File: config.mk
export PLATFORM = sky130hd
export DESIGN_NAME = drum_trigger_top
export DESIGN_NICKNAME = d
export VERILOG_FILES = /design/src/logic/imu_data_pkg.sv /design/src/logic/sensor_bus_pkg.sv /design/src/logic/board_sequencer.sv /design/src/logic/sensor_spi_master.sv /design/src/logic/sensor_bus_arbiter.sv /design/src/logic/imu_report_reader.sv /design/src/logic/mcu_spi_slave.sv /design/src/logic/drum_trigger_top.sv
export SDC_FILE = /design/constraint.sdc
export NUM_CORES = 1
export LEC_CHECK = 0
export BUFFER_PORTS_ARGS = -buffer_cell sky130_fd_sc_hd__buf_2
export CAP_MARGIN = 20
export CORE_UTILIZATION = 50
export CTS_CLUSTER_DIAMETER = 100
export CTS_CLUSTER_SIZE = 20
export DETAILED_ROUTE_END_ITERATION = 8
export PLACE_DENSITY = 0.76
export SLEW_MARGIN = 20
export SYNTH_ARGS = -nofsm -noshare
export SYNTH_HDL_FRONTEND = slang
export SYNTH_SLANG_ARGS = --single-unit
File: constraint.sdc
create_clock -name clk -period 25.1 [get_ports clk]
set_clock_uncertainty 0.05 [all_clocks]
set_input_delay 5.02 -clock clk [delete_from_list [all_inputs] [get_ports clk]]
set_output_delay 5.02 -clock clk [all_outputs]
set_load 0.02 [all_outputs]
File: src/logic/imu_data_pkg.sv
`default_nettype none

package imu_data_pkg;

    // ==============================
    // Sensor words
    // ==============================
    typedef logic signed [15:0] sample_t;   // One raw sensor word, no Q scaling

    typedef struct packed {
        sample_t w;
        sample_t x;
        sample_t y;
        sample_t z;
    } quat_t;                               // Rotation vector, 64 bits

    typedef struct packed {
        sample_t x;
        sample_t y;
        sample_t z;
    } gyro_t;                               // Angular rate, 48 bits

    // Quaternion sits in the upper bits so it goes out first
    typedef struct packed {
        quat_t quat;
        gyro_t gyro;
    } imu_sample_t;                         // 112 bits per sensor

    // Report ids that carry data
    localparam logic [7:0] REPORT_ID_QUAT = 8'h05;
    localparam logic [7:0] REPORT_ID_GYRO = 8'h02;

    localparam int MCU_PACKET_BYTES = 28;   // Two imu_sample_t back to back

endpackage

`default_nettype wire

File: src/logic/sensor_bus_pkg.sv
`default_nettype none

package sensor_bus_pkg;

    // ==============================
    // Shared sensor SPI bus
    // ==============================
    typedef logic [7:0] spi_byte_t;

    localparam int NUM_SENSORS  = 2;        // Left and right hand
    localparam int REPORT_BYTES = 9;        // Id byte plus four LE words

    typedef logic [0:0] sensor_id_t;

    // Reader to bus
    typedef struct packed {
        logic      req;                     // Held for the whole report
        logic      tx_valid;                // Byte strobe
        spi_byte_t tx_data;
    } bus_req_t;

    // Bus to reader, zero for the reader without the grant
    typedef struct packed {
        logic      gnt;                     // Level while owner
        logic      tx_ready;
        logic      rx_valid;                // One cycle per byte
        spi_byte_t rx_data;
        logic      busy;
    } bus_rsp_t;

endpackage

`default_nettype wire

File: src/logic/board_sequencer.sv
`timescale 1ns/10ps
`default_nettype none

module board_sequencer #(
    parameter int SENSOR_RST_CYCLES = 300_000,   // 100 ms at 3 MHz
    parameter int LOGIC_RST_CYCLES  = 6_000_000, // 2 s at 3 MHz
    parameter int HEARTBEAT_BIT     = 21
) (
    input  logic clk,
    input  logic fpga_rst_n,
    output logic bno085_rst_n,
    output logic logic_rst_n,
    output logic led_heartbeat
);

    logic [$clog2(LOGIC_RST_CYCLES + 1)-1:0] rst_cnt;  // Saturates at the logic delay
    logic [HEARTBEAT_BIT:0]                  hb_cnt;

    // Sensor reset is released first, the rest of the FPGA later
    always_ff @(posedge clk or negedge fpga_rst_n) begin
        if (!fpga_rst_n) begin
            rst_cnt      <= '0;
            bno085_rst_n <= 1'b0;
            logic_rst_n  <= 1'b0;
        end else begin
            if (rst_cnt < LOGIC_RST_CYCLES)
                rst_cnt <= rst_cnt + 1'b1;
            bno085_rst_n <= (rst_cnt >= SENSOR_RST_CYCLES - 1);  // High on cycle N
            logic_rst_n  <= (rst_cnt >= LOGIC_RST_CYCLES - 1);   // Sticky since count saturates
        end
    end

    // Heartbeat only runs once the logic is out of reset
    always_ff @(posedge clk or negedge logic_rst_n) begin
        if (!logic_rst_n)
            hb_cnt <= '0;
        else
            hb_cnt <= hb_cnt + 1'b1;
    end

    assign led_heartbeat = hb_cnt[HEARTBEAT_BIT];

endmodule

`default_nettype wire

File: src/logic/sensor_spi_master.sv
`timescale 1ns/10ps
`default_nettype none

module sensor_spi_master import sensor_bus_pkg::*; #(
    parameter int CLK_DIV = 2                   // clk cycles per sclk half period
) (
    input  logic     clk,
    input  logic     rst_n,
    input  bus_req_t req,
    output bus_rsp_t rsp,
    output logic     sclk,
    output logic     mosi,
    input  logic     miso
);

    typedef enum logic {ST_IDLE, ST_SHIFT} state_t;

    state_t                       state;
    logic [$clog2(CLK_DIV+1)-1:0] div_cnt;      // Position inside one half period
    logic [3:0]                   phase;        // 16 half periods, even ones have sclk low
    spi_byte_t                    shreg;        // Out on mosi, fills from miso
    logic                         miso_bit;     // Held from rising to falling edge
    logic                         rx_pulse;
    logic                         accept;
    logic                         half_end;

    assign accept   = (state == ST_IDLE) && req.req && req.tx_valid;
    assign half_end = (state == ST_SHIFT) && (div_cnt == CLK_DIV - 1);

    // ==============================
    // Control
    // ==============================
    always_ff @(posedge clk or negedge rst_n) begin
        if (!rst_n) begin
            state    <= ST_IDLE;
            div_cnt  <= '0;
            phase    <= '0;
            sclk     <= 1'b0;                   // Mode 0 idles low
            rx_pulse <= 1'b0;
        end else begin
            rx_pulse <= 1'b0;
            if (accept) begin
                state   <= ST_SHIFT;
                div_cnt <= '0;
                phase   <= '0;
            end else if (half_end) begin
                div_cnt <= '0;
                phase   <= phase + 4'd1;
                sclk    <= ~phase[0];           // Rise after even, fall after odd
                if (phase == 4'd15) begin
                    state    <= ST_IDLE;        // tx_ready back with rx_valid
                    rx_pulse <= 1'b1;
                end
            end else if (state == ST_SHIFT) begin
                div_cnt <= div_cnt + 1'b1;
            end
        end
    end

    // Data path, sample on rise and shift on fall
    always_ff @(posedge clk) begin
        if (accept)
            shreg <= req.tx_data;
        else if (half_end && !phase[0])
            miso_bit <= miso;
        else if (half_end)
            shreg <= {shreg[6:0], miso_bit};
    end

    assign mosi = (state == ST_SHIFT) && shreg[7];  // Low between bytes
    assign rsp  = '{gnt:      1'b0,             // Grant comes from the arbiter
                    tx_ready: state == ST_IDLE,
                    rx_valid: rx_pulse,
                    rx_data:  shreg,
                    busy:     state == ST_SHIFT};

endmodule

`default_nettype wire

File: src/logic/sensor_bus_arbiter.sv
`timescale 1ns/10ps
`default_nettype none

module sensor_bus_arbiter import sensor_bus_pkg::*; (
    input  logic                   clk,
    input  logic                   rst_n,
    input  bus_req_t               rdr_req [NUM_SENSORS],
    output bus_rsp_t               rdr_rsp [NUM_SENSORS],
    output bus_req_t               mst_req,
    input  bus_rsp_t               mst_rsp,
    input  logic [NUM_SENSORS-1:0] miso,
    output logic                   mst_miso
);

    sensor_id_t owner;
    sensor_id_t prio;           // First in line for the next grant
    sensor_id_t pick;
    logic       owned;
    logic       pick_valid;

    // Round robin search starting at prio
    always_comb begin
        pick_valid = 1'b0;
        pick       = prio;
        for (int i = NUM_SENSORS - 1; i >= 0; i--) begin
            if (rdr_req[sensor_id_t'(prio + i)].req) begin
                pick_valid = 1'b1;
                pick       = sensor_id_t'(prio + i);
            end
        end
    end

    always_ff @(posedge clk or negedge rst_n) begin
        if (!rst_n) begin
            owned <= 1'b0;
            owner <= '0;
            prio  <= '0;
        end else if (!owned && pick_valid) begin
            owned <= 1'b1;                              // Held for a whole report
            owner <= pick;
        end else if (owned && !rdr_req[owner].req) begin
            owned <= 1'b0;
            prio  <= sensor_id_t'(owner + 1);           // Other reader first next time
        end
    end

    // Steering, non-owners see an all-zero response
    always_comb begin
        mst_req = '{req:      owned,
                    tx_valid: owned && rdr_req[owner].tx_valid,
                    tx_data:  rdr_req[owner].tx_data};
        for (int i = 0; i < NUM_SENSORS; i++) begin
            rdr_rsp[i] = '0;
            if (owned && owner == sensor_id_t'(i)) begin
                rdr_rsp[i]     = mst_rsp;
                rdr_rsp[i].gnt = 1'b1;
            end
        end
    end

    assign mst_miso = owned && miso[owner];

endmodule

`default_nettype wire

File: src/logic/imu_report_reader.sv
`timescale 1ns/10ps
`default_nettype none

module imu_report_reader import imu_data_pkg::*, sensor_bus_pkg::*; (
    input  logic     clk,
    input  logic     rst_n,
    input  logic     int_n,         // Low while a report is waiting
    output bus_req_t bus_req,
    input  bus_rsp_t bus_rsp,
    output logic     cs_n,
    output quat_t    quat,
    output logic     quat_valid,
    output gyro_t    gyro,
    output logic     gyro_valid,
    output logic     initialized,
    output logic     error
);

    typedef enum logic [2:0] {
        ST_IDLE, ST_REQUEST, ST_SELECT, ST_SEND, ST_WAIT_BYTE, ST_RELEASE, ST_DECODE
    } state_t;

    state_t                            state;
    logic [$clog2(REPORT_BYTES)-1:0]   byte_cnt;
    logic [REPORT_BYTES*8-1:0]         rpt;         // First byte ends up in [7:0]
    spi_byte_t                         rpt_id;

    assign rpt_id = rpt[7:0];

    // ==============================
    // Report FSM
    // ==============================
    always_ff @(posedge clk or negedge rst_n) begin
        if (!rst_n) begin
            state       <= ST_IDLE;
            byte_cnt    <= '0;
            cs_n        <= 1'b1;
            initialized <= 1'b0;
            error       <= 1'b0;
        end else begin
            case (state)
                ST_IDLE:    if (!int_n) state <= ST_REQUEST;
                ST_REQUEST: if (bus_rsp.gnt) begin
                    state <= ST_SELECT;
                    cs_n  <= 1'b0;              // Cycle after the grant
                end
                ST_SELECT: begin
                    state    <= ST_SEND;
                    byte_cnt <= '0;
                end
                ST_SEND:    if (bus_rsp.tx_ready) state <= ST_WAIT_BYTE;
                ST_WAIT_BYTE: if (bus_rsp.rx_valid) begin
                    if (byte_cnt == REPORT_BYTES - 1) begin
                        state <= ST_RELEASE;
                        cs_n  <= 1'b1;          // Last byte in, deselect
                    end else begin
                        state    <= ST_SEND;
                        byte_cnt <= byte_cnt + 1'b1;
                    end
                end
                ST_RELEASE: begin
                    state <= ST_DECODE;
                    if (rpt_id == REPORT_ID_QUAT || rpt_id == REPORT_ID_GYRO)
                        initialized <= 1'b1;
                    else
                        error <= 1'b1;          // Sticky, data left alone
                end
                default:    state <= ST_IDLE;   // ST_DECODE
            endcase
        end
    end

    // Bytes shift in from the top, so the LE words line up naturally
    always_ff @(posedge clk) begin
        if (state == ST_WAIT_BYTE && bus_rsp.rx_valid)
            rpt <= {bus_rsp.rx_data, rpt[REPORT_BYTES*8-1:8]};
        if (state == ST_RELEASE && rpt_id == REPORT_ID_QUAT)
            quat <= '{w: sample_t'(rpt[23:8]),  x: sample_t'(rpt[39:24]),
                      y: sample_t'(rpt[55:40]), z: sample_t'(rpt[71:56])};
        if (state == ST_RELEASE && rpt_id == REPORT_ID_GYRO)
            gyro <= '{x: sample_t'(rpt[23:8]),  y: sample_t'(rpt[39:24]),
                      z: sample_t'(rpt[55:40])};    // Fourth word ignored
    end

    assign bus_req = '{req:      state inside {ST_REQUEST, ST_SELECT, ST_SEND, ST_WAIT_BYTE},
                       tx_valid: (state == ST_SEND) && bus_rsp.tx_ready,
                       tx_data:  8'h00};            // Dummy byte, reads only

    // Valid in the cycle the new data is visible
    assign quat_valid = (state == ST_DECODE) && (rpt_id == REPORT_ID_QUAT);
    assign gyro_valid = (state == ST_DECODE) && (rpt_id == REPORT_ID_GYRO);

endmodule

`default_nettype wire

File: src/logic/mcu_spi_slave.sv
`timescale 1ns/10ps
`default_nettype none

module mcu_spi_slave import imu_data_pkg::*, sensor_bus_pkg::*; (
    input  logic                   clk,
    input  logic                   rst_n,
    input  logic                   mcu_cs_n,
    input  logic                   mcu_sck,        // At most clk/8, MCU samples on rise
    input  logic                   mcu_sdi,        // Write direction not supported
    output logic                   mcu_sdo,
    input  quat_t                  sensor_quat [NUM_SENSORS],
    input  logic [NUM_SENSORS-1:0] quat_valid,
    input  gyro_t                  sensor_gyro [NUM_SENSORS],
    input  logic [NUM_SENSORS-1:0] gyro_valid
);

    imu_sample_t                   hold [NUM_SENSORS];  // Latest value per sensor
    logic [1:0]                    cs_sync;
    logic [1:0]                    sck_sync;
    logic                          cs_q;                // Previous synchronized level
    logic                          sck_q;
    logic                          cs_fall;
    logic                          sck_fall;
    logic [MCU_PACKET_BYTES*8-1:0] shreg;

    // ==============================
    // Holding registers
    // ==============================
    always_ff @(posedge clk or negedge rst_n) begin
        if (!rst_n) begin
            for (int i = 0; i < NUM_SENSORS; i++)
                hold[i] <= '0;
        end else begin
            for (int i = 0; i < NUM_SENSORS; i++) begin
                if (quat_valid[i]) hold[i].quat <= sensor_quat[i];
                if (gyro_valid[i]) hold[i].gyro <= sensor_gyro[i];
            end
        end
    end

    // Two-flop synchronizers plus edge history
    always_ff @(posedge clk or negedge rst_n) begin
        if (!rst_n) begin
            cs_sync  <= 2'b11;
            sck_sync <= 2'b00;
            cs_q     <= 1'b1;
            sck_q    <= 1'b0;
        end else begin
            cs_sync  <= {cs_sync[0], mcu_cs_n};
            sck_sync <= {sck_sync[0], mcu_sck};
            cs_q     <= cs_sync[1];
            sck_q    <= sck_sync[1];
        end
    end

    assign cs_fall  = cs_q && !cs_sync[1];
    assign sck_fall = sck_q && !sck_sync[1];

    // Snapshot at select, then one bit per falling sck
    always_ff @(posedge clk) begin
        if (cs_fall)
            shreg <= {hold[0], hold[1]};                 // Sensor 0 first, MSB first
        else if (sck_fall && !cs_q)
            shreg <= {shreg[MCU_PACKET_BYTES*8-2:0], mcu_sdi};
    end

    assign mcu_sdo = !cs_q && shreg[MCU_PACKET_BYTES*8-1];  // Quiet while deselected

endmodule

`default_nettype wire

File: src/logic/drum_trigger_top.sv
`timescale 1ns/10ps
`default_nettype none

module drum_trigger_top import imu_data_pkg::*, sensor_bus_pkg::*; #(
    parameter int SENSOR_RST_CYCLES = 300_000,
    parameter int LOGIC_RST_CYCLES  = 6_000_000,
    parameter int HEARTBEAT_BIT     = 21,
    parameter int CLK_DIV           = 2
) (
    input  logic                   clk,
    input  logic                   fpga_rst_n,
    // MCU link, FPGA is the slave
    input  logic                   mcu_sck,
    input  logic                   mcu_sdi,
    input  logic                   mcu_cs_n,
    output logic                   mcu_sdo,
    // Shared sensor bus
    output logic                   sclk,
    output logic                   mosi,
    input  logic [NUM_SENSORS-1:0] miso,
    output logic                   cs_n0,
    output logic                   cs_n1,
    input  logic [NUM_SENSORS-1:0] int_n,
    output logic                   bno085_rst_n,
    // Status LEDs
    output logic                   led_initialized,
    output logic                   led_error,
    output logic                   led_heartbeat
);

    logic                   logic_rst_n;
    bus_req_t               rdr_req [NUM_SENSORS];
    bus_rsp_t               rdr_rsp [NUM_SENSORS];
    bus_req_t               mst_req;
    bus_rsp_t               mst_rsp;
    logic                   mst_miso;
    logic [NUM_SENSORS-1:0] rdr_cs_n;
    quat_t                  rdr_quat [NUM_SENSORS];
    gyro_t                  rdr_gyro [NUM_SENSORS];
    logic [NUM_SENSORS-1:0] quat_valid;
    logic [NUM_SENSORS-1:0] gyro_valid;
    logic [NUM_SENSORS-1:0] rdr_init;
    logic [NUM_SENSORS-1:0] rdr_err;

    board_sequencer #(
        .SENSOR_RST_CYCLES (SENSOR_RST_CYCLES),
        .LOGIC_RST_CYCLES  (LOGIC_RST_CYCLES),
        .HEARTBEAT_BIT     (HEARTBEAT_BIT)
    ) u_seq (
        .clk, .fpga_rst_n, .bno085_rst_n, .logic_rst_n, .led_heartbeat
    );

    sensor_spi_master #(.CLK_DIV(CLK_DIV)) u_master (
        .clk, .rst_n(logic_rst_n), .req(mst_req), .rsp(mst_rsp), .sclk, .mosi, .miso(mst_miso)
    );

    sensor_bus_arbiter u_arb (
        .clk, .rst_n(logic_rst_n), .rdr_req, .rdr_rsp, .mst_req, .mst_rsp, .miso, .mst_miso
    );

    // One reader per hand
    for (genvar i = 0; i < NUM_SENSORS; i++) begin : g_reader
        imu_report_reader u_reader (
            .clk, .rst_n(logic_rst_n), .int_n(int_n[i]),
            .bus_req(rdr_req[i]), .bus_rsp(rdr_rsp[i]), .cs_n(rdr_cs_n[i]),
            .quat(rdr_quat[i]), .quat_valid(quat_valid[i]),
            .gyro(rdr_gyro[i]), .gyro_valid(gyro_valid[i]),
            .initialized(rdr_init[i]), .error(rdr_err[i])
        );
    end

    mcu_spi_slave u_mcu (
        .clk, .rst_n(logic_rst_n), .mcu_cs_n, .mcu_sck, .mcu_sdi, .mcu_sdo,
        .sensor_quat(rdr_quat), .quat_valid, .sensor_gyro(rdr_gyro), .gyro_valid
    );

    assign {cs_n1, cs_n0}   = rdr_cs_n;
    assign led_initialized = &rdr_init;    // Both hands have reported
    assign led_error       = |rdr_err;

endmodule

`default_nettype wire

* Word level (Yosys, flattened, before mapping) *
Index checks and enable logic that the tools add are counted.

operators by class
  $add $sub $neg = 8
  multipliers = 0
  div/mod/pow operators = 0
  magnitude comparators = 7
  equal/unequal tests = 33
  shift-type cells = 0
  muxes and demuxes = 61
  bitwise operators = 10
  reduce and logical (&&, ||, !) cells = 65

operators with widths
  kind                                                   number
  2-to-1 mux 224 bit                                     2
  2-to-1 mux 10 bit                                      9
  one-hot mux 3 bit (6 select lines)                     2
  2-to-1 mux 3 bit                                       10
  logical AND 1 bit                                      27
  2-to-1 mux 12 bit                                      2
  2-to-1 mux 4 bit                                       6
  2-to-1 mux 8 bit                                       3
  adder 23 x 1 -> 23 bit, second input constant          1
  >= comparator 23 x 19 -> 1 bit, second input constant  1
  >= comparator 23 bit, second input constant            1
  less-than comparator 23 bit, second input constant     1
  adder 22 x 1 -> 22 bit, second input constant          1
  2-to-1 mux 1 bit                                       20
  AND reduction 2 bit                                    10
  equality test 3 bit, second input constant             6
  != test 2 x 1 -> 1 bit, second input constant          9
  equality test 8 x 2 -> 1 bit, second input constant    2
  equality test 8 x 3 -> 1 bit, second input constant    2
  one-hot mux 4 bit (2 select lines)                     2
  AND reduction 4 bit                                    4
  nonzero test 2 bit                                     8
  adder 4 x 1 -> 4 bit, second input constant            3
  equality test 3 x 2 -> 1 bit, second input constant    4
  other kinds (19)                                       48

storage, ports and cells
  register bits = 910
  bits in latches = 0
  RAM bits = 0
  memory bits (read-only) = 0
  input bits = 9
  output and inout port bits = 9
  logic and storage cells = 245
  memories = 0

* Logic depth before layout (Yosys ltp) *
Gate-level depths: netlist of the first run.

  depth after elaboration = 12
  mapped depth = 7
  depth with buffers taken out = 7

* Hierarchy *
A second synthesis of the first run with hierarchy kept.

unflattened totals
  cell total of the unflattened synthesis = 1791
  area, all modules = 34450.5 um^2

modules (own cells, without submodules)
  module              times used  cells an instance  area each (um^2)  seq. area each (um^2)
  mcu_spi_slave       1           955                18465.2           12485.7
  imu_report_reader   2           266                6241.0            5776.8
  board_sequencer     1           189                2184.6            1176.1
  sensor_spi_master   1           57                 827.0             495.5
  sensor_bus_arbiter  1           56                 479.2             75.1
  drum_trigger_top    1           2                  12.5              0.0

* Worst setup path after synthesis of the first run *
OpenSTA, ideal clock, no wires.

  path kind = reg2reg
  start point = register u_mcu.cs_q
  end point = register u_mcu.shreg[0] (enable)
  arrival = 16086 ps
  slack = 7846 ps
  cell stages (with the launch flop) = 3
  path buffers = 0
  path through = dfstp_2 nand2b_1 o21ai_0

between the ends
  longest elaborated chain between the ends = 3

RTL lines
  what                                   RTL line             text
  start: declaration                     mcu_spi_slave.sv:20  logic cs_q;
  start signal: assignment               mcu_spi_slave.sv:51  cs_q <= cs_sync[1];
  logical NOT 1 bit                      mcu_spi_slave.sv:63  else if (sck_fall && !cs_q)
  logical AND 1 bit                      mcu_spi_slave.sv:63
  nonzero test 2 bit (no source line) *  --
  end signal: assignment                 mcu_spi_slave.sv:62  shreg <= {hold[0], hold[1]};
  end signal: assignment                 mcu_spi_slave.sv:64  shreg <= {shreg[MCU_PACKET_BYTES*8-2:0], mcu_sdi};
  end: declaration                       mcu_spi_slave.sv:24  logic [MCU_PACKET_BYTES*8-1:0] shreg;

Mark *: on every way between the ends. The rest lies on a longest branch, timed or not.
A chain may end at the register's enable or synchronous reset.

* Worst setup path after layout of the first run *
  start point = register u_master.state
  end point = output mosi

between the ends
  longest elaborated chain between the ends = 1

RTL lines
  what                      RTL line                 text
  start: declaration        sensor_spi_master.sv:18  state_t state;
  start signal: assignment  sensor_spi_master.sv:35  state <= ST_IDLE;
  start signal: assignment  sensor_spi_master.sv:43  state <= ST_SHIFT;
  start signal: assignment  sensor_spi_master.sv:51  state <= ST_IDLE;
  logical AND 1 bit         sensor_spi_master.sv:70  assign mosi = (state == ST_SHIFT) && shreg[7];
  end: declaration          drum_trigger_top.sv:19   output logic mosi,

No other way between the ends.

==> results of run 1 <==
[routing by layer]
layer / track usage (%) / share of wire, % / wire, um
met5: 0 / 0.013 / 7
met4: 3.590 / 1.4 / 784
met3: 3.059 / 4.2 / 2319
met1: 23.91 / 46 / 25280
met2: 27.25 / 49 / 27040
[logic make-up (layout without fill, tap and decap cells)]
family / count (synthesis) / after routing
buf+inv: 77 / 150
simple gates: 223 / 223
fa+ha+maj: 7 / 7
compound gates: 58 / 58
xor+xnor: 49 / 49
flops: 910 / 910
mux: 452 / 452
[flip-flops by register name, summed over array words and instances, names as in the netlist, 2 cells and up]
register                       count
u_mcu.shreg                      224
g_reader.u_reader.cs_n             2
u_master.phase                     4
u_seq.hb_cnt                      22
g_reader.u_reader.error            2
g_reader.u_reader.gyro            96
u_mcu.hold                       224
u_mcu.cs_sync                      2
g_reader.u_reader.rpt            144
u_master.shreg                     8
g_reader.u_reader.byte_cnt         8
u_mcu.sck_sync                     2
u_seq.rst_cnt                     23
u_master.div_cnt                   2
g_reader.u_reader.state            6
g_reader.u_reader.quat           128
g_reader.u_reader.initialized      2
[through the flow]
step	hold slack (ps)	area (um2)	power [W]	utilization [%]	setup slack (ps)
finish	232.4	36090	0.002547	54.61	18500
global route	273.3	36090	0.002627	54.61	18430
CTS	250.7	36060	0.002573	54.55	18460
detailed placement	248.1	34570	0.001729	52.30	18900
global placement	228.9	34570	0.001727	52.30	19080
floorplan	281.2	33520	0.001723	-	7846
[placed cells by master, fill, tap and decap left out, types with 14 or more instances in the layout]
| cell | n |
|---|---|
| sky130_fd_sc_hd__mux2_2 | 417 |
| sky130_fd_sc_hd__buf_2 | 17 |
| sky130_fd_sc_hd__xor2_1 | 17 |
| sky130_fd_sc_hd__xnor2_1 | 32 |
| sky130_fd_sc_hd__clkbuf_1 | 41 |
| sky130_fd_sc_hd__mux2_4 | 20 |
| sky130_fd_sc_hd__nor2_1 | 41 |
| sky130_fd_sc_hd__dfrtp_1 | 303 |
| sky130_fd_sc_hd__nand3_1 | 21 |
| sky130_fd_sc_hd__nand4_1 | 15 |
| sky130_fd_sc_hd__nor2b_1 | 15 |
| sky130_fd_sc_hd__edfxtp_1 | 601 |
| sky130_fd_sc_hd__nand2_1 | 48 |
| sky130_fd_sc_hd__and3_1 | 14 |
| sky130_fd_sc_hd__buf_4 | 21 |
| sky130_fd_sc_hd__clkbuf_16 | 52 |
[final cells by class]
type                    instances  share of cell area, %
clock buffers                  93                  4.031
clock inverters                 3                 0.1005
repair buffers                 41                 0.8111
multi-input cells             789                  20.48
flip-flops and latches        910                  71.45
inverters                      13                 0.1352
well taps                     864                  2.995
[power groups by stage]
stage          combinational, W  clock, W  sequential, W
2_1_floorplan         0.0000462         0        0.00168
3_3_place_gp          0.0000585         0        0.00167
3_5_place_dp          0.0000595         0        0.00167
4_1_cts               0.0000602  0.000875        0.00164
5_1_grt               0.0000641  0.000923        0.00164
6_report              0.0000591  0.000851        0.00164
[worst max-delay path, cell delays in order (launching register included)]
cell,delay (ps)
sky130_fd_sc_hd__dfrtp_1,550
sky130_fd_sc_hd__and2_1,200
sky130_fd_sc_hd__buf_2,160
[worst paths after layout]
kind	cells after the start	startpoint	to
max reg2reg	4	u_mcu.cs_q$_DFF_PN1_	u_mcu.shreg[48]$_DFFE_PP_
max in group asynchronous	1	fpga_rst_n	u_seq.logic_rst_n$_DFF_PN0_
min reg2reg	0	u_seq.logic_rst_n$_DFF_PN0_	u_master.state$_DFFE_PN0P_
min in group clk	0	u_mcu.cs_sync[0]$_DFF_PN1_	u_mcu.cs_sync[1]$_DFF_PN1_
min	0	u_seq.logic_rst_n$_DFF_PN0_	u_master.state$_DFFE_PN0P_
max	2	u_master.state$_DFFE_PN0P_	mosi
==> results.md, run 1 <==
- The static leakage power is 14.32 nW.
- The switching power of the nets is 0.0004997 W.
- In the synthesized netlist, the number of instances is 1776.
- The share of post-route cells with drive strength above 1 is 30.56%.
- The ratio of final minimum period to clock period is 26.31%.
- The number of filler instances in the final layout is 4955.
- Of the total synthesized cell area, the portion taken by full adders, half adders and majority gates is 0.2613%.
- The starting DRC count in detailed routing is 940.
- Yosys attributes the largest share of cell area to sky130_fd_sc_hd__edfxtp_1 (54%), sky130_fd_sc_hd__dfrtp_1 (23%), sky130_fd_sc_hd__mux2_2 (14%), sky130_fd_sc_hd__mux2_4 (0.90%), sky130_fd_sc_hd__xnor2_1 (0.84%).
- The post-route minimum period is 6605 ps.
- The internal portion of the total power is 0.002047 W.
- For this run, the leading register cell type out of synthesis is sky130_fd_sc_hd__edfxtp_1.
- The final routed wire length divided by cell count is 20.43 um.
- The worst supply voltage drop on vdd is 0.00005675 V.
- In this run the remaining antenna-violating nets after routing total 0.
- At the pin with the least slew margin, the transition time is 1086 ps.
- The reg2reg setup slack is 21590 ps.
- The growth of design area from synthesis to finish is 7.686%.
- The most common cell in the synthesized netlist is sky130_fd_sc_hd__edfxtp_1.
- The total wire length is 55430 um.
- In this run the worst path has a maximum fanout of 11.
- The fraction of power consumed by the clock network is 33.4%.
- In the final layout, the multi-input gates occupy 7391 um2.
- The total of cells resized after clock tree synthesis is 0.
- Summed over all layers, the global routing overflow is 0.
- Across every metal layer, demand over resource in global routing totals 16.80%.
- The share of the synthesized area in the top cell type is 53.84%.
- Setup repair after global routing left no endpoint under its margin.
- The horizontal die dimension is 260.9 um.
- For this run, the top clock speed supported by timing is 0.1514 GHz.
- The main combinational cell family by area after synthesis is multiplexers.
- Detailed placement ended at an HPWL of 31090 um.
- In this run the tightest slew margin relative to its limit is 26.81%.
- The clock drives 910 sinks.
- The routed layout has 14994 vias.
- The initial antenna violation count is 2.
- The clock reaches the later pin of the worst-skew pair after 630 ps.
- After synthesis, flip-flops and latches occupy 76.93% of the total area.
- The worst setup path category is reg -> out.
- The via count of the first global-routing pass is 15915.
- The wire length of the first global-routing pass is 89150 um.
- The number of max-slew violations in the final report is 0.
- Ranked by instance count, the synthesized netlist is headed by sky130_fd_sc_hd__edfxtp_1 (601), sky130_fd_sc_hd__mux2_2 (417), sky130_fd_sc_hd__dfrtp_1 (304).
- The final reports fail on DRC.
- The run finished, with violations left.
- The library cell with the largest summed area after synthesis is sky130_fd_sc_hd__edfxtp_1.
- The synthesized netlist devotes 1.202% of its cell area to compound gates.
- The root buffer cell is sky130_fd_sc_hd__clkbuf_16.
- The setup TNS is 0 ps.
- The count of synthesis-stage warnings from yosys is 0.
- In this run, post-CTS hold repair placed 0 buffers.
- Of the total synthesized cell area, the portion taken by XOR and XNOR cells is 1.280%.
- The post-synthesis instance area is 33520 um2.
- In the final design database the tool counted 1822 nets.
- The number of H-tree branching levels is 2.
- The combinational group share of total power is 2.3%.
- In this run the power density over the cells is 70.55 nW/um2.
- Summing all flip-flop and latch instances after layout gives 25790 um2.
- The antenna diode instance count is 0.
- The number of enable-type register cells in the synthesized netlist is 601.
- The finished layout holds 2713 standard cells, fillers aside.
- The category of the worst setup path launch point is a flip-flop.
- The floorplan step defined a die boundary enclosing 68080 um2.
- The distinct cell type count after synthesis is 59.
- The total core area is 66100 um2.
- Measured along the y axis, the die boundary spans 260.9 um.
- Max-cap violations in this run came to 0.
- Pin placement for this block handled 18 I/O pins.
- The placed instance count is 2616.
- After clock tree synthesis, the clock-pin slew on the worst setup and hold paths is 90 ps.
- Measured against the total synthesized area, the mux share comes to 15.40%.
- The number of buffers on the longest clock path is 3.
- Clock tree synthesis inserted a total of 51 buffers.
- A synthesized cell averages 18.87 um2.
- Data on the critical path is required at its endpoint by 20030 ps.
- For this run, the detailed router's first-pass iteration total came to 6.
- Synthesis produced a netlist with a net count of 1792.
- The proportion of synthesized flip-flops having asynchronous set or reset is 33.96%.
- Data arrives at the worst endpoint at 1530 ps.
- The effective utilization at floorplan is 50.71%.
- Synthesis inferred 910 register bits.
- After clock tree synthesis, the setup repair step added 0 buffers.
- The switching part of the total power is 19.62%.
- The number of endpoints with negative hold slack in the final report is 0.
- The DRC violation count after routing is 1.
- The class of the most critical hold timing path is reg -> async.
- The final RePlAce weighted congestion is 0.7942.
- The clock tree from TritonCTS is done.
- Setup violations remaining at the end of the flow were counted as 0.
- Per report_power, the sequential group accounts for 64.3% of the total.
- During placement, the flow inserted port buffers numbering 17.
- The number of standard-cell rows in the floorplan is 94.
- The maximum number of pins on one net before global-route repair is 77.
- In the routed layout, each cell is associated on average with a via count of 5.527.
- The capturing element type of the critical path is a primary output.
- After Yosys synthesis, and, or, nand and nor cells account for 3.681% of the synthesized area.
Power figures use the tool's default switching activity.
==> run 2, diff against run 1 <==
--- a/config.mk
+++ b/config.mk
@@ -5,6 +5,7 @@
 export SDC_FILE = /design/constraint.sdc
 export NUM_CORES = 1
 export LEC_CHECK = 0
+export ABC_AREA = 1
 export BUFFER_PORTS_ARGS = -buffer_cell sky130_fd_sc_hd__buf_2
 export CAP_MARGIN = 20
 export CORE_UTILIZATION = 50
==> constraint.sdc (replaced) <==
create_clock -name clk -period 6.9 [get_ports clk]
set_clock_uncertainty 0.05 [all_clocks]
set_input_delay 1.38 -clock clk [delete_from_list [all_inputs] [get_ports clk]]
set_output_delay 1.38 -clock clk [all_outputs]
set_load 0.02 [all_outputs]
==> results.md, run 2 <==
- In this run the standard cell core region covers 67400 um2.
- In this run the horizontal extent of the chip is 263.6 um.
- The synthesized netlist devotes 0.2559% of its cell area to adder and majority cells.
- The design draws 0.009892 W.
- After global routing the overflow that remains totals 0.
- Power spread over the standard cell area amounts to 269.2 nW/um2.
- Summing the areas of all and, or, nand and nor instances in the mapped netlist gives 12.81% of the synthesized area.
- The largest driver fanout on the critical path is 166.
- The static leakage power is 14.87 nW.
- The growth of design area from synthesis to finish is 7.351%.
- By area, the combinational part of the netlist is dominated by simple AND/OR/NAND/NOR gates.
- The xor/xnor cell area share of the yosys netlist is 0.6909%.
- The min-delay analysis places its worst path in the category reg -> async.
- Entering global routing, the biggest net connects 167 pins.
- The final RePlAce weighted congestion is 0.7797.
- The count of buffers from port buffering is 17.
- In the synthesized netlist the dominant register cell turns out to be sky130_fd_sc_hd__edfxtp_1.
- The register area share after synthesis is 75.34%.
- Setup repair after global routing left no endpoint under its margin.
- No sink is reached through more buffers than the 3 on the longest clock path.
- After layout, the worst path uses 48.66% of the clock period.
- The worst setup path is launched from a flip-flop.
- Clock tree synthesis selected as its root buffer the cell sky130_fd_sc_hd__clkbuf_16.
- In the final layout, the share of cells above drive strength 1 is 13.80%.
- The number of setup violations in the final report is 0.
- Dividing the synthesized area by the synthesized cell count gives 13.79 um2.
- The share of the synthesized area in the top cell type is 52.73%.
- The post-synthesis sequential element count is 910.
- For this design the top-level I/O count stands at 18.
- For the worst-skew pair, the clock arrives at the later sink with an insertion delay of 630 ps.
- The final-stage net count is 2488.
- Ranked by total cell area, the synthesized netlist is headed by sky130_fd_sc_hd__edfxtp_1 (53%), sky130_fd_sc_hd__dfrtp_1 (22%), sky130_fd_sc_hd__mux2_2 (7.4%), sky130_fd_sc_hd__nand2_1 (6.8%), sky130_fd_sc_hd__nand3_1 (3.9%).
- The via count of the first global-routing pass was 18979.
- The number of detailed-route iterations in the first pass is 5.
- The post-CTS setup buffer count is 0.
- The number of nets handed over by synthesis was 2498.
- The number of max-slew violations in the final report is 0.
- The Yosys step of the flow raised 0 warnings.
- Once detail routing completed, the nets flagged for antenna violations numbered 0.
- For this run, the total global-route usage over all layers was measured as 17.91%.
- The smallest clock period supported by the final layout is computed as 3357 ps.
- The starting DRC count in detailed routing is 1503.
- The most common cell after layout, fill and taps aside is sky130_fd_sc_hd__nand2_1.
- IR analysis of the VDD net gives a maximum drop of 0.0003041 V.
- In the routed design, unresolved DRC markers number 0.
- After detailed routing, the average wire length per cell comes to 17.90 um.
- The synthesized netlist devotes 1.086% of its cell area to compound gates.
- The clock edge transition at the registers on the reported setup and hold paths is 80 ps.
- The synthesized design contains 601 enable-type register cells.
- The proportion of synthesized flip-flops having asynchronous set or reset is 33.96%.
- In the synthesized netlist, mux cells make up 7.370% of the area.
- Counting distinct cell types in the post-synthesis netlist gives 32.
- CTS built an H-tree with a depth of 2.
- The initial utilization of the core area, before any placement, comes to 50.78%.
- The number of endpoints with negative hold slack in the final report is 0.
- The library cell with the largest summed area after synthesis is sky130_fd_sc_hd__edfxtp_1.
- The capturing element type of the critical path is a flip-flop.
- In this run, post-CTS hold repair placed 0 buffers.
- Max-cap violations in this run came to 0.
- The vias per cell is 5.409.
- Across all layers, the routed design uses 18321 vias.
- The number of sinks handled by clock tree synthesis is 910.
- The worst setup path category is reg -> reg.
- TritonCTS built the clock tree.
- sky130_fd_sc_hd__nand2_1 is the most common cell in the netlist.
- The total wire length is 60640 um.
- For the final routed database, the setup TNS stands at 0 ps.
- The cell count after synthesis is 2482.
- The wire-length estimate of the detail-placed layout is 34390 um.
- Data arrives at the worst endpoint at 3550 ps.
- The number of standard-cell rows in the floorplan is 95.
- The worst setup slack after layout is 3543 ps.
- For the pin with the worst max-slew slack, the measured transition is 1244 ps.
- The wire length of the first global-routing pass is 99920 um.
- Data on the critical path is required at its endpoint by 7090 ps.
- The fmax is 0.2979 GHz.
- The antenna diode instance count is 0.
- From bottom edge to top edge, the die measures 263.6 um.
- OpenSTA, run right after detailed placement, puts the worst setup slack at 3439 ps.
- The run finished with clean final reports.
- The total of cells resized after clock tree synthesis is 0.
- The number of clock buffers added by TritonCTS is 51.
- The initial antenna violation count is 0.
- Headroom to the max-slew limit came out at 17.05%.
- The largest registers in the layout are u_mcu.hold x224, u_mcu.shreg x224, g_reader.u_reader.rpt x144.
- The core utilization of the finished layout is 54.52%.
- The top cell types in the final layout, fill and taps aside, are sky130_fd_sc_hd__nand2_1 (618), sky130_fd_sc_hd__edfxtp_1 (601), sky130_fd_sc_hd__dfrtp_1 (303).
- The synthesized netlist occupies a cell area of 34230 um2.
- The die covers 69500 um2.
- The commonest cells after synthesis are sky130_fd_sc_hd__nand2_1 (621), sky130_fd_sc_hd__edfxtp_1 (601), sky130_fd_sc_hd__dfrtp_1 (304).
## run 2: cell types whose count changed after synthesis, moves of 27 or more
| cell | before | now |
|---|---|---|
| sky130_fd_sc_hd__nand2_1 | 48 | 621 |
| sky130_fd_sc_hd__nand3_1 | 21 | 269 |
| sky130_fd_sc_hd__mux2_2 | 417 | 224 |
| sky130_fd_sc_hd__buf_2 | 17 | 65 |
| sky130_fd_sc_hd__o21ai_0 | 13 | 40 |
| sky130_fd_sc_hd__nor2_1 | 45 | 111 |
| sky130_fd_sc_hd__inv_1 | 13 | 95 |
## run 2: critical path, cell delays in order (launching register included)
cell and delay (ps):
sky130_fd_sc_hd__dfstp_2 600, sky130_fd_sc_hd__nand2_4 480, sky130_fd_sc_hd__o31ai_4 240, sky130_fd_sc_hd__buf_12 630
sky130_fd_sc_hd__buf_4 760
## run 2: where the power goes
part | switching, W | internal (W)
clock | 0.00165 | 0.00141
sequential | 0.0000959 | 0.00604
combinational | 0.000465 | 0.000226
total | 0.00222 | 0.00768
## run 2: cell type report
cell class	instances	area, um2
Tap cell	873	1092
Fill cell	5225	30650
Clock inverter	4	37.54
Sequential cell	910	25790
Multi-Input combinational cell	1371	7697
Timing Repair Buffer	41	335.3
Inverter	97	364.1
Clock buffer	91	1426
## run 2: final timing paths
check	startpoint	end	slack, ps	depth (start not counted)
max	u_mcu.cs_q$_DFF_PN1_	u_mcu.shreg[177]$_DFFE_PP_	3540	4
min	u_seq.logic_rst_n$_DFF_PN0_	u_mcu.hold[48]$_DFFE_PN0P_	210	0
max reg2reg	u_mcu.cs_q$_DFF_PN1_	u_mcu.shreg[177]$_DFFE_PP_	3540	4
min reg2reg	u_seq.logic_rst_n$_DFF_PN0_	u_mcu.hold[48]$_DFFE_PN0P_	210	0
max in group asynchronous	u_seq.logic_rst_n$_DFF_PN0_	u_mcu.hold[205]$_DFFE_PN0P_	5360	2
min in group clk	u_mcu.sck_sync[0]$_DFF_PN0_	u_mcu.sck_sync[1]$_DFF_PN0_	320	0
## run 2: kinds of logic (layout without fill, tap and decap cells)
logic type | Yosys count | count (layout)
flip-flops | 910 | 910
XOR/XNOR | 27 | 27
AND/OR/NAND/NOR | 1047 | 1047
multiplexers | 224 | 224
AO/OA/AOI/OAI | 66 | 66
buffers and inverters | 201 | 233
adder cells (fa/ha/maj) | 7 | 7
## run 2: routing by layer
metal,GRT usage [%],up-vias,routed length [um]
li1,-,8593,-
met1,24.28,9288,26810
met2,30.64,361,30340
met3,1.992,79,2207
met4,5.216,0,1277
met5,0,-,0
## run 2: metrics by stage
step                hold slack, ps  std cells  cell area (um2)
global route                 245.3       3387            36740
detailed placement           295.8       3291            35250
global placement             298.6       3291            35240
finish                       212.3       3387            36740
floorplan                    281.2       2482            34240
CTS                          318.5       3386            36720
==> run 3, diff against run 2 <==
==> constraint.sdc (replaced) <==
create_clock -name clk -period 3.2 [get_ports clk]
set_clock_uncertainty 0.05 [all_clocks]
set_input_delay 0.64 -clock clk [delete_from_list [all_inputs] [get_ports clk]]
set_output_delay 0.64 -clock clk [all_outputs]
set_load 0.02 [all_outputs]
==> results.md, run 3 (same netlist as run 2, synthesis figures left out) <==
- The run finished with clean final reports.
- The number of antenna diodes in the final layout is 0.
- The startpoint of the most critical hold path is mcu_cs_n.
- CTS built an H-tree with a depth of 2.
- The most critical setup path has its startpoint at g_reader[0].u_reader.state[1]$_DFFE_PN0P_.
- The library cell used most frequently in the layout, excluding fill and tap cells, is sky130_fd_sc_hd__nand2_1.
- Port buffering added 17 buffers.
- In this run the worst hold path is classified as in -> reg.
- Across the VDD grid, the largest voltage drop is 0.0003465 V.
- Derived from the worst setup path, the maximum achievable clock frequency is 0.4266 GHz.
- The largest registers in the layout are u_mcu.hold x224, u_mcu.shreg x224, g_reader.u_reader.rpt x144.
- The net count of the finished layout is 2505.
- The number of filler instances in the final layout is 5125.
- The analysis attributes to cell leakage a power of 15.06 nW.
- The buffers plus inverters on the worst setup path is 3.
- The post-route minimum period is 2344 ps.
- The worst setup path category is reg -> reg.
- The horizontal die dimension is 263.6 um.
- Walking the worst path, the cells encountered are inv_2, nand2_1, nor2_1, inv_1, nor3_4, buf_12.
- The critical register-to-register path startpoint is g_reader[0].u_reader.state[1]$_DFFE_PN0P_.
- The worst setup path is captured at a flip-flop.
- The top cell types in the final layout, fill and taps aside, are sky130_fd_sc_hd__nand2_1 (618), sky130_fd_sc_hd__edfxtp_1 (601), sky130_fd_sc_hd__dfrtp_1 (303).
- The CTS buffer count is 51.
- The number of sinks handled by clock tree synthesis is 910.
- The post-CTS setup buffer count is 0.
- The total power divided by cell area is 577.7 nW/um2.
- Setup violations remaining at the end of the flow were counted as 0.
- The number of buffers on the longest clock path is 3.
- Counting tap cells, the placed design contains a total of 3308 instances.
- The number of standard-cell rows in the floorplan is 95.
- The number of detailed-route iterations in the first pass is 5.
- Headroom to the max-slew limit came out at 46.10%.
- The final non-filler cell total is 3403.
- For the worst-skew pair, the clock arrives at the later sink with an insertion delay of 610 ps.
- The ratio of final minimum period to clock period is 73.25%.
- Setup slack on the critical path of the routed design comes to 856.0 ps.
- Clock-pin slew was measured on the worst setup and hold paths at 90 ps.
- The via count of the first global-routing pass came to 19157.
- The I/O pin count is 18.
- The via count of the routed design is 18536.
- The initial antenna violation count was 0.
- The final RePlAce weighted congestion is 0.8581.
- The slowest stage of the critical path is the sky130_fd_sc_hd__nor3_4 cell.
- The gate family responsible for the most delay along the worst path is simple AND/OR/NAND/NOR gates.
- Setup repair after global routing left no endpoint under its margin.
- TritonCTS built the clock tree.
- The final antenna-violating net count is 0.
- At the placement stage, the worst setup path has a slack of 855.9 ps.
- The first global-routing pass estimated 101500 um of wire.
- The vias per cell is 5.447.
- The number of endpoints with negative hold slack in the final report is 0.
- The effective utilization at floorplan is 50.78%.
- The DRC violation count after routing is 0.
- Data arrives at the worst endpoint at 2580 ps.
- The worst-margin pin slew is 808.5 ps.
- For this run the aggregate overflow at the end of global routing stands at 0.
- CTS placed an instance of sky130_fd_sc_hd__clkbuf_16 at the clock tree root.
- The final routed wire length divided by cell count is 18.17 um.
- Along the worst path, the maximum fanout reaches 54.
- The first routing iteration left 1615 violations.
- The global router's overall resource usage is 18.17%.
- The number of max-slew violations in the final report came to 0.
- The share of post-route cells with drive strength above 1 is 14.27%.
- The chip height is 263.6 um.
- The category of the worst setup path launch point is a flip-flop.
- The die covers 69500 um2.
- The required time reported for the critical path endpoint is 3430 ps.
- The final layout contains routed wiring with a total length of 61840 um.
- The core region is 67400 um2.
- The half-perimeter wire length of the detailed placement result is 37960 um.
- Max-cap violations in this run came to 0.
- Across all hold checks on the routed design, the worst slack comes to 102.3 ps.
- Relative to the synthesized area, the layout overhead comes to 8.086%.
- The maximum single-stage delay on the critical path is 540 ps.
- The maximum number of pins on one net before global-route repair is 114.
run 3: final cells by class:
cell class / count / area, um2 / area share (%)
well taps: 873 / 1092 / 2.953
flip-flops and latches: 910 / 25790 / 69.71
multi-input cells: 1371 / 7727 / 20.89
repair buffers: 58 / 570.5 / 1.542
clock inverters: 2 / 20.02 / 0.05411
inverters: 97 / 364.1 / 0.9842
clock buffers: 92 / 1430 / 3.866
run 3: metrics by stage:
stage | setup TNS, ps | utilization [%] | cell area, um2 | total power [W]
after detailed placement | 0 | 52.72 | 35530 | 0.01502
after global placement | 0 | 52.72 | 35530 | 0.01490
after floorplan | -738550 | - | 34300 | 0.01458
after CTS | 0 | 54.89 | 36990 | 0.02152
after global routing | 0 | 54.89 | 36990 | 0.02214
final | 0 | 54.89 | 36990 | 0.02137
run 3: timing repair:
item	CTS	global route
resized for setup	0	0
hold endpoints to repair	25	0
hold buffers	1	0
endpoints found under the setup margin	0	0
run 3: final timing paths:
kind	depth (start not counted)	end	slack [ps]
worst max-delay path	6	g_reader[0].u_reader.quat[20]$_DFFE_PP_	860
worst min-delay path	1	u_mcu.cs_sync[0]$_DFF_PN1_	100
worst max register to register	6	g_reader[0].u_reader.quat[20]$_DFFE_PP_	860
worst min register to register	0	u_mcu.sck_sync[1]$_DFF_PN0_	310
max in group asynchronous	2	u_mcu.hold[171]$_DFFE_PN0P_	1800
min in group asynchronous	0	u_arb.owned$_DFFE_PN0P_	320
run 3: power breakdown:
group          total [W]  internal, W  switching, W
Sequential        0.0132       0.0130      0.000218
Clock            0.00658      0.00304       0.00354
Combinational    0.00155     0.000501       0.00105
Total             0.0214       0.0166       0.00481
run 3: routing by layer:
layer / global-route usage, % / routed length, um
met5: 0 / 0
met4: 3.809 / 965
met3: 2.348 / 2504
met2: 31.44 / 31100
met1: 24.70 / 27270
